--- src/logic/lsq_pkg.sv ---
`default_nettype none

package lsq_pkg;

    localparam int LQ_SIZE = 8;
    localparam int LQ_WIDTH = 3;
    localparam int ROB_SIZE = 16;
    localparam int ROB_WIDTH = 4;
    localparam int LOAD_PIPES = 2;
    localparam int DIS_PORTS = 2;
    localparam int COMMIT_PORTS = 2;
    localparam int XLEN = 32;
    localparam int BYTES = 4;
    localparam int RD_WIDTH = 6;

    typedef struct packed {
        logic dir;                      // flips each time the pointer wraps.
        logic [LQ_WIDTH-1:0] idx;
    } lq_idx_t;

    typedef struct packed {
        logic dir;
        logic [ROB_WIDTH-1:0] idx;
    } rob_idx_t;

    typedef struct packed {
        logic en;
        rob_idx_t rob_idx;
        lq_idx_t lq_idx;
    } dis_req_t;

    typedef struct packed {
        logic en;
        logic miss;
        lq_idx_t lq_idx;
        rob_idx_t rob_idx;
        logic [RD_WIDTH-1:0] rd;
        logic [XLEN-1:0] addr;          // only bits above the byte offset are compared.
        logic [BYTES-1:0] mask;
        logic [XLEN-1:0] data;
    } load_res_t;

    typedef struct packed {
        logic en;
        logic [LQ_WIDTH-1:0] idx;
        logic [XLEN-1:0] data;
    } refill_t;

    typedef struct packed {
        logic en;
        lq_idx_t lq_idx;                // tail at the time the store was dispatched.
        logic [XLEN-1:0] addr;
        logic [BYTES-1:0] mask;
    } store_chk_t;

    typedef struct packed {
        logic en;
        rob_idx_t rob_idx;
        logic [RD_WIDTH-1:0] rd;
        logic [XLEN-1:0] res;
    } wb_t;

    typedef struct packed {
        logic en;
        lq_idx_t lq_idx;
        rob_idx_t rob_idx;
    } violation_t;

    typedef struct packed {
        rob_idx_t rob_idx;
        logic [RD_WIDTH-1:0] rd;
    } entry_meta_t;

    // One bit per entry from lo up to but not including hi, following the wrap bits.
    function automatic logic [LQ_SIZE-1:0] range_mask(input lq_idx_t lo, input lq_idx_t hi);
        logic [LQ_SIZE-1:0] m;
        for (int i = 0; i < LQ_SIZE; i++) begin
            if (lo.dir == hi.dir) begin
                m[i] = (i >= lo.idx) && (i < hi.idx);
            end else begin
                m[i] = (i >= lo.idx) || (i < hi.idx);
            end
        end
        return m;
    endfunction

endpackage

`default_nettype wire
--- src/logic/load_queue.sv ---
`default_nettype none

module load_queue import lsq_pkg::*; (
    input  logic clk,
    input  logic rst,
    input  dis_req_t dis [DIS_PORTS],
    input  logic [$clog2(DIS_PORTS+1)-1:0] dis_num,
    output lq_idx_t tail_idx,
    input  load_res_t res [LOAD_PIPES],
    input  refill_t refill,
    input  store_chk_t store_chk,
    input  logic [$clog2(COMMIT_PORTS+1)-1:0] commit_num,
    input  logic redirect,
    input  rob_idx_t redirect_rob,
    output wb_t wb [LOAD_PIPES],
    input  logic [LOAD_PIPES-1:0] wb_ready,
    output violation_t violation
);

    lq_idx_t head;
    lq_idx_t tail;
    logic redirect_apply;
    lq_idx_t restore_tail;
    logic [LQ_SIZE-1:0] valid;
    logic [LQ_SIZE-1:0] executed;
    logic [LQ_SIZE-1:0] waiting;
    logic [XLEN-1:2] addr [LQ_SIZE];
    logic [BYTES-1:0] mask [LQ_SIZE];
    logic [XLEN-1:0] data [LQ_SIZE];
    entry_meta_t meta [LQ_SIZE];
    logic [LOAD_PIPES-1:0] wb_written;
    logic [LQ_WIDTH-1:0] wb_idx [LOAD_PIPES];

    lq_pointers u_pointers (
        .clk(clk), .rst(rst), .dis(dis), .dis_num(dis_num), .commit_num(commit_num),
        .redirect(redirect), .redirect_rob(redirect_rob), .head(head), .tail(tail),
        .redirect_apply(redirect_apply), .restore_tail(restore_tail)
    );

    lq_entries u_entries (
        .clk(clk), .rst(rst), .tail(tail), .commit_num(commit_num), .head(head),
        .redirect_apply(redirect_apply), .restore_tail(restore_tail), .dis(dis),
        .res(res), .refill(refill), .wb_written(wb_written), .wb_idx(wb_idx),
        .valid(valid), .executed(executed), .waiting(waiting),
        .addr(addr), .mask(mask), .data(data), .meta(meta)
    );

    lq_violation_check u_violation_check (
        .clk(clk), .rst(rst), .store_chk(store_chk), .head(head), .tail(tail),
        .valid(valid), .executed(executed), .addr(addr), .mask(mask), .meta(meta),
        .violation(violation)
    );

    lq_writeback_select u_writeback_select (
        .clk(clk), .rst(rst), .waiting(waiting), .data(data), .meta(meta),
        .wb_ready(wb_ready), .wb_written(wb_written), .wb_idx(wb_idx), .wb(wb)
    );

    assign tail_idx = tail;             // next free slot for dispatch slot 0.

endmodule

`default_nettype wire

--- src/logic/lq_writeback_select.sv ---
`default_nettype none

module lq_writeback_select import lsq_pkg::*; (
    input  logic clk,
    input  logic rst,
    input  logic [LQ_SIZE-1:0] waiting,
    input  logic [XLEN-1:0] data [LQ_SIZE],
    input  entry_meta_t meta [LQ_SIZE],
    input  logic [LOAD_PIPES-1:0] wb_ready,
    output logic [LOAD_PIPES-1:0] wb_written,
    output logic [LQ_WIDTH-1:0] wb_idx [LOAD_PIPES],
    output wb_t wb [LOAD_PIPES]
);

    logic [LOAD_PIPES-1:0] lane_en;
    logic [LOAD_PIPES-1:0] wb_en_q;
    logic [XLEN-1:0] res_q [LOAD_PIPES];
    entry_meta_t meta_q [LOAD_PIPES];

    // lane 0 takes the lowest waiting index and lane 1 the highest.
    always_comb begin
        wb_idx[0] = '0;
        wb_idx[1] = '0;
        for (int i = LQ_SIZE - 1; i >= 0; i--) begin
            if (waiting[i]) begin
                wb_idx[0] = LQ_WIDTH'(i);
            end
        end
        for (int i = 0; i < LQ_SIZE; i++) begin
            if (waiting[i]) begin
                wb_idx[1] = LQ_WIDTH'(i);
            end
        end
    end

    assign lane_en[0] = |waiting;
    assign lane_en[1] = (|waiting) && (wb_idx[1] != wb_idx[0]);   // one waiting load uses lane 0 only.
    assign wb_written = lane_en & wb_ready;

    always_ff @(posedge clk or posedge rst) begin
        if (rst) begin
            wb_en_q <= '0;
        end else begin
            wb_en_q <= wb_written;
        end
    end

    for (genvar l = 0; l < LOAD_PIPES; l++) begin : g_lane
        always_ff @(posedge clk) begin
            if (wb_written[l]) begin
                res_q[l] <= data[wb_idx[l]];
                meta_q[l] <= meta[wb_idx[l]];
            end
        end

        assign wb[l] = '{en: wb_en_q[l], rob_idx: meta_q[l].rob_idx, rd: meta_q[l].rd,
                         res: res_q[l]};
    end

endmodule

`default_nettype wire

--- src/logic/lq_violation_check.sv ---
`default_nettype none

module lq_violation_check import lsq_pkg::*; (
    input  logic clk,
    input  logic rst,
    input  store_chk_t store_chk,
    input  lq_idx_t head,
    input  lq_idx_t tail,
    input  logic [LQ_SIZE-1:0] valid,
    input  logic [LQ_SIZE-1:0] executed,
    input  logic [XLEN-1:2] addr [LQ_SIZE],
    input  logic [BYTES-1:0] mask [LQ_SIZE],
    input  entry_meta_t meta [LQ_SIZE],
    output violation_t violation
);

    logic [LQ_WIDTH:0] store_dist;
    logic [LQ_WIDTH:0] tail_dist;
    lq_idx_t age_lo;
    logic [LQ_SIZE-1:0] age_mask;
    logic [LQ_SIZE-1:0] match;
    logic [LQ_SIZE-1:0] match_q;
    lq_idx_t lo_q;
    logic [LQ_WIDTH-1:0] sel;
    lq_idx_t pick;
    logic viol_en;
    lq_idx_t viol_idx;
    rob_idx_t viol_rob;

    // A store whose slot has already fallen behind the head is older than every live load.
    assign store_dist = store_chk.lq_idx - head;
    assign tail_dist = tail - head;
    assign age_lo = (store_dist > tail_dist) ? head : store_chk.lq_idx;
    assign age_mask = range_mask(age_lo, tail);

    always_comb begin
        for (int j = 0; j < LQ_SIZE; j++) begin
            match[j] = store_chk.en && valid[j] && executed[j] && age_mask[j]
                       && (addr[j] == store_chk.addr[XLEN-1:2])
                       && (|(mask[j] & store_chk.mask));
        end
    end

    always_ff @(posedge clk or posedge rst) begin
        if (rst) begin
            match_q <= '0;
        end else begin
            match_q <= match;
        end
    end

    always_ff @(posedge clk) begin
        lo_q <= age_lo;
    end

    // Search upward from the store's slot so the first hit is the oldest load.
    always_comb begin
        sel = '0;
        for (int k = LQ_SIZE - 1; k >= 0; k--) begin
            if (match_q[LQ_WIDTH'(lo_q.idx + k)]) begin
                sel = LQ_WIDTH'(k);
            end
        end
        pick = lo_q + (LQ_WIDTH+1)'(sel);                  // the carry fixes the wrap bit.
    end

    always_ff @(posedge clk or posedge rst) begin
        if (rst) begin
            viol_en <= 1'b0;
        end else begin
            viol_en <= |match_q;
        end
    end

    always_ff @(posedge clk) begin
        viol_idx <= pick;
        viol_rob <= meta[pick.idx].rob_idx;
    end

    assign violation = '{en: viol_en, lq_idx: viol_idx, rob_idx: viol_rob};

endmodule

`default_nettype wire

--- src/logic/lq_entries.sv ---
`default_nettype none

module lq_entries import lsq_pkg::*; (
    input  logic clk,
    input  logic rst,
    input  lq_idx_t tail,
    input  logic [$clog2(COMMIT_PORTS+1)-1:0] commit_num,
    input  lq_idx_t head,
    input  logic redirect_apply,
    input  lq_idx_t restore_tail,
    input  dis_req_t dis [DIS_PORTS],
    input  load_res_t res [LOAD_PIPES],
    input  refill_t refill,
    input  logic [LOAD_PIPES-1:0] wb_written,
    input  logic [LQ_WIDTH-1:0] wb_idx [LOAD_PIPES],
    output logic [LQ_SIZE-1:0] valid,
    output logic [LQ_SIZE-1:0] executed,
    output logic [LQ_SIZE-1:0] waiting,
    output logic [XLEN-1:2] addr [LQ_SIZE],
    output logic [BYTES-1:0] mask [LQ_SIZE],
    output logic [XLEN-1:0] data [LQ_SIZE],
    output entry_meta_t meta [LQ_SIZE]
);

    logic [LQ_SIZE-1:0] miss;
    logic [LQ_SIZE-1:0] data_valid;
    logic [LQ_SIZE-1:0] written;
    logic [LQ_SIZE-1:0] dis_mask;
    logic [LQ_SIZE-1:0] commit_mask;
    logic [LQ_SIZE-1:0] squash_mask;
    logic [XLEN-1:0] refill_merged;

    always_comb begin
        dis_mask = '0;
        commit_mask = '0;
        for (int k = 0; k < DIS_PORTS; k++) begin
            if (dis[k].en && !redirect_apply) begin
                dis_mask[dis[k].lq_idx.idx] = 1'b1;
            end
        end
        for (int i = 0; i < COMMIT_PORTS; i++) begin
            if (i < commit_num) begin
                commit_mask[LQ_WIDTH'(head.idx + i)] = 1'b1;
            end
        end
    end

    assign squash_mask = redirect_apply ? range_mask(restore_tail, tail) : '0;

    // Bytes the load already read keep their data, the rest come from the refill.
    always_comb begin
        for (int b = 0; b < BYTES; b++) begin
            refill_merged[8*b +: 8] = mask[refill.idx][b] ? data[refill.idx][8*b +: 8]
                                                          : refill.data[8*b +: 8];
        end
    end

    always_ff @(posedge clk or posedge rst) begin
        if (rst) begin
            valid <= '0;
            executed <= '0;
            miss <= '0;
            data_valid <= '0;
            written <= '0;
        end else begin
            valid <= (valid & ~commit_mask & ~squash_mask) | dis_mask;
            for (int i = 0; i < LQ_SIZE; i++) begin
                if (dis_mask[i]) begin
                    executed[i] <= 1'b0;
                    miss[i] <= 1'b0;
                    data_valid[i] <= 1'b0;
                    written[i] <= 1'b0;
                end
            end
            for (int p = 0; p < LOAD_PIPES; p++) begin
                if (res[p].en) begin
                    executed[res[p].lq_idx.idx] <= 1'b1;
                    miss[res[p].lq_idx.idx] <= res[p].miss;
                    data_valid[res[p].lq_idx.idx] <= ~res[p].miss;
                    written[res[p].lq_idx.idx] <= ~res[p].miss;   // a hit is written back by the pipe.
                end
            end
            for (int l = 0; l < LOAD_PIPES; l++) begin
                if (wb_written[l]) begin
                    written[wb_idx[l]] <= 1'b1;
                end
            end
            if (refill.en) begin
                data_valid[refill.idx] <= 1'b1;
            end
        end
    end

    always_ff @(posedge clk) begin
        for (int p = 0; p < LOAD_PIPES; p++) begin
            if (res[p].en) begin
                addr[res[p].lq_idx.idx] <= res[p].addr[XLEN-1:2];
                mask[res[p].lq_idx.idx] <= res[p].mask;
                data[res[p].lq_idx.idx] <= res[p].data;
                meta[res[p].lq_idx.idx] <= '{rob_idx: res[p].rob_idx, rd: res[p].rd};
            end
        end
        if (refill.en) begin
            data[refill.idx] <= refill_merged;
        end
    end

    assign waiting = valid & miss & data_valid & ~written;

endmodule

`default_nettype wire

--- src/logic/lq_pointers.sv ---
`default_nettype none

module lq_pointers import lsq_pkg::*; (
    input  logic clk,
    input  logic rst,
    input  dis_req_t dis [DIS_PORTS],
    input  logic [$clog2(DIS_PORTS+1)-1:0] dis_num,
    input  logic [$clog2(COMMIT_PORTS+1)-1:0] commit_num,
    input  logic redirect,
    input  rob_idx_t redirect_rob,
    output lq_idx_t head,
    output lq_idx_t tail,
    output logic redirect_apply,
    output lq_idx_t restore_tail
);

    lq_idx_t restore_table [ROB_SIZE];
    lq_idx_t head_next;
    lq_idx_t tail_next;

    // The wrap bit sits right above the index and the size is a power of two,
    // so a plain add carries into it when the pointer passes the last entry.
    assign head_next = head + (LQ_WIDTH+1)'(commit_num);
    assign tail_next = tail + (LQ_WIDTH+1)'(dis_num);

    always_ff @(posedge clk or posedge rst) begin
        if (rst) begin
            head <= '0;
            tail <= '0;
            redirect_apply <= 1'b0;
        end else begin
            head <= head_next;
            redirect_apply <= redirect;             // second edge of the redirect.
            if (redirect_apply) begin
                tail <= restore_tail;               // dispatch in this cycle is dropped.
            end else begin
                tail <= tail_next;
            end
        end
    end

    // each dispatched load records its slot under its rob index.
    always_ff @(posedge clk) begin
        for (int k = 0; k < DIS_PORTS; k++) begin
            if (dis[k].en && !redirect_apply) begin
                restore_table[dis[k].rob_idx.idx] <= dis[k].lq_idx;
            end
        end
    end

    // The redirecting load's own slot becomes the new tail, so it is squashed as well.
    always_ff @(posedge clk) begin
        if (redirect) begin
            restore_tail <= restore_table[redirect_rob.idx];
        end
    end

endmodule

`default_nettype wire

--- config.mk ---
export PLATFORM = sky130hd
export DESIGN_NAME = load_queue
export DESIGN_NICKNAME = d
export VERILOG_FILES = /design/src/logic/lsq_pkg.sv /design/src/logic/load_queue.sv /design/src/logic/lq_writeback_select.sv /design/src/logic/lq_violation_check.sv /design/src/logic/lq_entries.sv /design/src/logic/lq_pointers.sv
export SDC_FILE = /design/constraint.sdc
export NUM_CORES = 2
export LEC_CHECK = 0
export BUFFER_PORTS_ARGS = -buffer_cell sky130_fd_sc_hd__buf_2
export CAP_MARGIN = 40
export CELL_PAD_IN_SITES_DETAIL_PLACEMENT = 0
export CELL_PAD_IN_SITES_GLOBAL_PLACEMENT = 1
export CORE_UTILIZATION = 48
export DETAILED_ROUTE_END_ITERATION = 16
export PLACE_DENSITY_LB_ADDON = 0.15
export SETUP_SLACK_MARGIN = 0.2
export SLEW_MARGIN = 40
export SYNTH_ARGS = -nofsm -noshare
export SYNTH_HDL_FRONTEND = slang
export SYNTH_SLANG_ARGS = --single-unit
export TNS_END_PERCENT = 20
--- constraint.sdc ---
create_clock -name clk -period 4.9 [get_ports clk]
set_clock_uncertainty 0.05 [all_clocks]
set_input_delay 1.225 -clock clk [delete_from_list [all_inputs] [get_ports clk]]
set_output_delay 1.225 -clock clk [all_outputs]
set_load 0.05 [all_outputs]
==> reports/metrics.yaml <==
detailed_routing:
  wl_per_cell_um: 27.49
  drtPass1Iterations: 6
  drt-total-wl_mm: 182.9
  drt-vias-per-instance: 6.266
  vias: 41686
  ant_nets: 0
  drc: 0
  detail_route.iter0.violations: 4150
clock_network:
  htree_levels: 3
  clock_sinks: 843
  post_cts_buffers: 0
  cts-root-buf: "clkbuf_16"
  insertion_delay_ps: 700
  cts_tree: "built"
  holdBufCountCts: 0
  clockBufferDepth: 3
  path_clk_slew_ps: 60
  cts.repair.resized: 0
  cts_made_buffers: 97
critical_path:
  critPathLaunch: "u_violation_check.lo_q[0]$_DFF_P_"
  criticalPathCategory: "flip-flop to flip-flop"
  reg2reg_from: "u_violation_check.lo_q[0]$_DFF_P_"
  worstPathRequired_ps: 5440
  cp_max_fo: 13
  crit_chain: "buf_4 -> inv_1 -> ha_1 -> mux4_2 -> mux2_2 -> nor2_1 -> a21oi_1 -> or2_2 -> fa_1 -> buf_4 -> mux4_2 -> mux2_2"
  critical_path.top_delay_family: "multiplexers"
  path_depth: 12
  critPathBufInv: 3
  crit_path_max_incr_delay_ps: 540
  critPathArrivalTime_ps: 4470
  cp-end-kind: "flip-flop"
  crit_slowest_cell: "mux4_2"
  crit_path_start_kind: "flip-flop"
  reg2regPathDepth: 12
placement:
  dp_hpwl_mm: 118.2
  gp_congestion: 0.8697
  place_inst: 6446
  placed_area_mm2: 0.05194
  io_buffers: 371
synthesis:
  synth_edf_count: 154
  syn_nets: 5491
  synth_area_per_cell_um2: 9.541
  synthArstFlopShare_pct: 7.117
  ys_ff_latch: 843
  syn_area_mm2: 0.04947
  yosysWarnings: 0
  synth_flop_cell: "dfxtp_1"
  synth_cell_types: 82
  syn_inst: 5185
  yosysSeqAreaShare_pct: 37.84
power_and_ir_drop:
  finalPower_w: 0.02712
  p_leak_nw: 22.61
  swShare_pct: 36.45
  p_seq_share_pct: 37.2
  power.switching_w: 0.009887
  pwr-share-clk_pct: 27.7
  peakVddDrop_mv: 0.3504
  powerDensity_mw_per_mm2: 490.4
  comb_power_share_pct: 35.0
  intPower_w: 0.01723
grt:
  grt_pass1_wl_mm: 266.6
  overflow: 0
  grt_pass1_vias: 39016
  antenna_found_initial: 33
  track_usage_pct: 34.35
  grt_max_degree: 98
hold_path:
  hold_path_class: "flip-flop to flip-flop"
  min_from: "u_violation_check.lo_q[3]$_DFF_P_"
  whs_path_depth: 1
timing:
  relSlewSlack_pct: 40.10
  rsz0062_at_grt: "no"
  timing.setup.tns_ps: 0
  final.min_clock_period_ps: 3933
  worst_slew_pin_slew_ps: 879.7
  max_freq_ghz: 0.2543
  finalHoldViolCount: 0
  maxSlewViolCount: 0
  fin_crit_sh_pct: 80.27
  setup_viol_count_final: 0
final_layout:
  layout_common_cells: "mux2i_1, dfxtp_1, nand2_1, o21ai_0, buf_2"
  drive_gt1_share_pct: 17.32
  final_common_cell: "mux2i_1"
  final_net_count: 5485
  final_cell_area_mm2: 0.05531
  areaGrowthSynthToFinish_pct: 11.81
  final_cell_count_no_fill: 6653
  fin_util_pct: 54.21
floorplanning:
  core_mm2: 0.1020
  dieArea_mm2: 0.1043
  rows: 117
  num_io_pins: 383
  die_w_um: 323.0
  initial_utilization_pct: 48.48
  die_h_um: 323.0
status:
  status: "finished clean"
flow_run:
  drv_cap: 0
## registers in the layout, indices dropped and copies added, names as in the netlist
name and count:
u_pointers.head 4, u_entries.written 8, u_pointers.tail 4, u_writeback_select.res_q 64
u_pointers.restore_tail 4, u_pointers.restore_table 64, u_entries.miss 8, u_violation_check.violation 9
u_violation_check.lo_q 4, u_entries.valid 8, u_entries.data_valid 8, u_entries.meta 88
u_pointers.redirect_apply 1, u_entries.addr 240, u_entries.mask 32, u_entries.data 256
u_writeback_select.wb_en_q 2, u_writeback_select.meta_q 22, u_violation_check.match_q 8, u_violation_check.viol_en 1
u_entries.executed 8
## metal layers
metal	wire, um	track usage (%)	vias to the layer above
met2	85400	55.72	1913
li1	-	-	19069
met3	13570	5.441	411
met5	121	0	-
met4	8304	15.16	18
met1	75480	45.12	20275
## cells in the mapped netlist (9+ instances only)
cell	number	area (um2)
clkbuf_2	46	230.2
o22ai_1	12	75.07
ha_1	20	250.2
o21ai_1	36	180.2
nor3b_1	9	67.56
nand4_1	30	187.7
nand4b_1	12	105.1
a22oi_1	22	165.2
edfxtp_1	154	4624
o21ai_0	476	2382
nor2b_1	18	112.6
o22a_1	44	385.4
mux2i_1	847	8478
a22o_1	10	87.58
o211ai_1	256	1922
mux4_2	117	2635
dfxtp_1	629	12590
nand2_1	552	2072
o221ai_1	50	437.9
a21oi_2	16	140.1
buf_6	17	191.4
a21oi_1	224	1121
inv_1	32	120.1
mux2_2	76	855.8
clkbuf_1	386	1449
buf_2	71	355.3
xnor2_1	42	367.9
a221oi_1	89	779.5
dfrtp_1	60	1501
nand2b_1	11	68.82
buf_1	57	214.0
mux4_1	15	394.1
nand3_1	29	145.1
nor3_1	21	105.1
xor2_1	214	1874
nor2_1	281	1055
buf_4	13	97.59
nor4_1	55	344.1
## path summary, 6_finish.rpt
kind                                                           endpoint  slack, ps
worst max-delay path             u_violation_check.violation[0]$_DFF_P_        970
min in group asynchronous       u_writeback_select.wb_en_q[1]$_DFF_PP0_        550
worst min register to register   u_violation_check.violation[8]$_DFF_P_        410
max in group asynchronous               u_entries.executed[1]$_DFF_PP0_       3500
worst min-delay path             u_violation_check.violation[8]$_DFF_P_        410
worst max register to register   u_violation_check.violation[0]$_DFF_P_        970
## metrics by stage
stage | hold slack [ps] | setup slack, ps
finish | 408.4 | 967.0
global route | 439.5 | 771.6
CTS | 411.5 | 971.2
detailed placement | 394.2 | 796.5
global placement | 392.2 | 792.4
floorplan | 364.0 | 900.8
## power groups by stage
| stage | registers [W] | logic [W] | clock network, W |
|---|---|---|---|
| after floorplan | 0.0102 | 0.00642 | 0 |
| after global placement | 0.0101 | 0.00921 | 0 |
| after detailed placement | 0.0102 | 0.00937 | 0 |
| after CTS | 0.0101 | 0.00941 | 0.00760 |
| after global routing | 0.0103 | 0.0103 | 0.00787 |
| final | 0.0101 | 0.00950 | 0.00753 |
## layout make-up
type                       count  area (um2)
fill                        9321       46720
multi-input combinational   3717       28350
sequential                   843       18720
timing repair buffer         488        3113
clock buffer                 142        2799
tap                         1368        1712
clock inverter                39       432.9
inverter                      32       122.6
antenna                       24       60.06
## cell families after synthesis
logic type                 after synthesis  share of synthesized area (%)
and+or+nand+nor                       1061                          9.267
AOI/OAI and AO/OA                     1308                          16.87
buffers and inverters                  625                          5.471
muxes                                 1059                          25.16
DFF                                    843                          37.84
xor gates and xnor gates               256                          4.532
adders and majority gates               33                         0.8701
(Power assumes the default switching activity.)
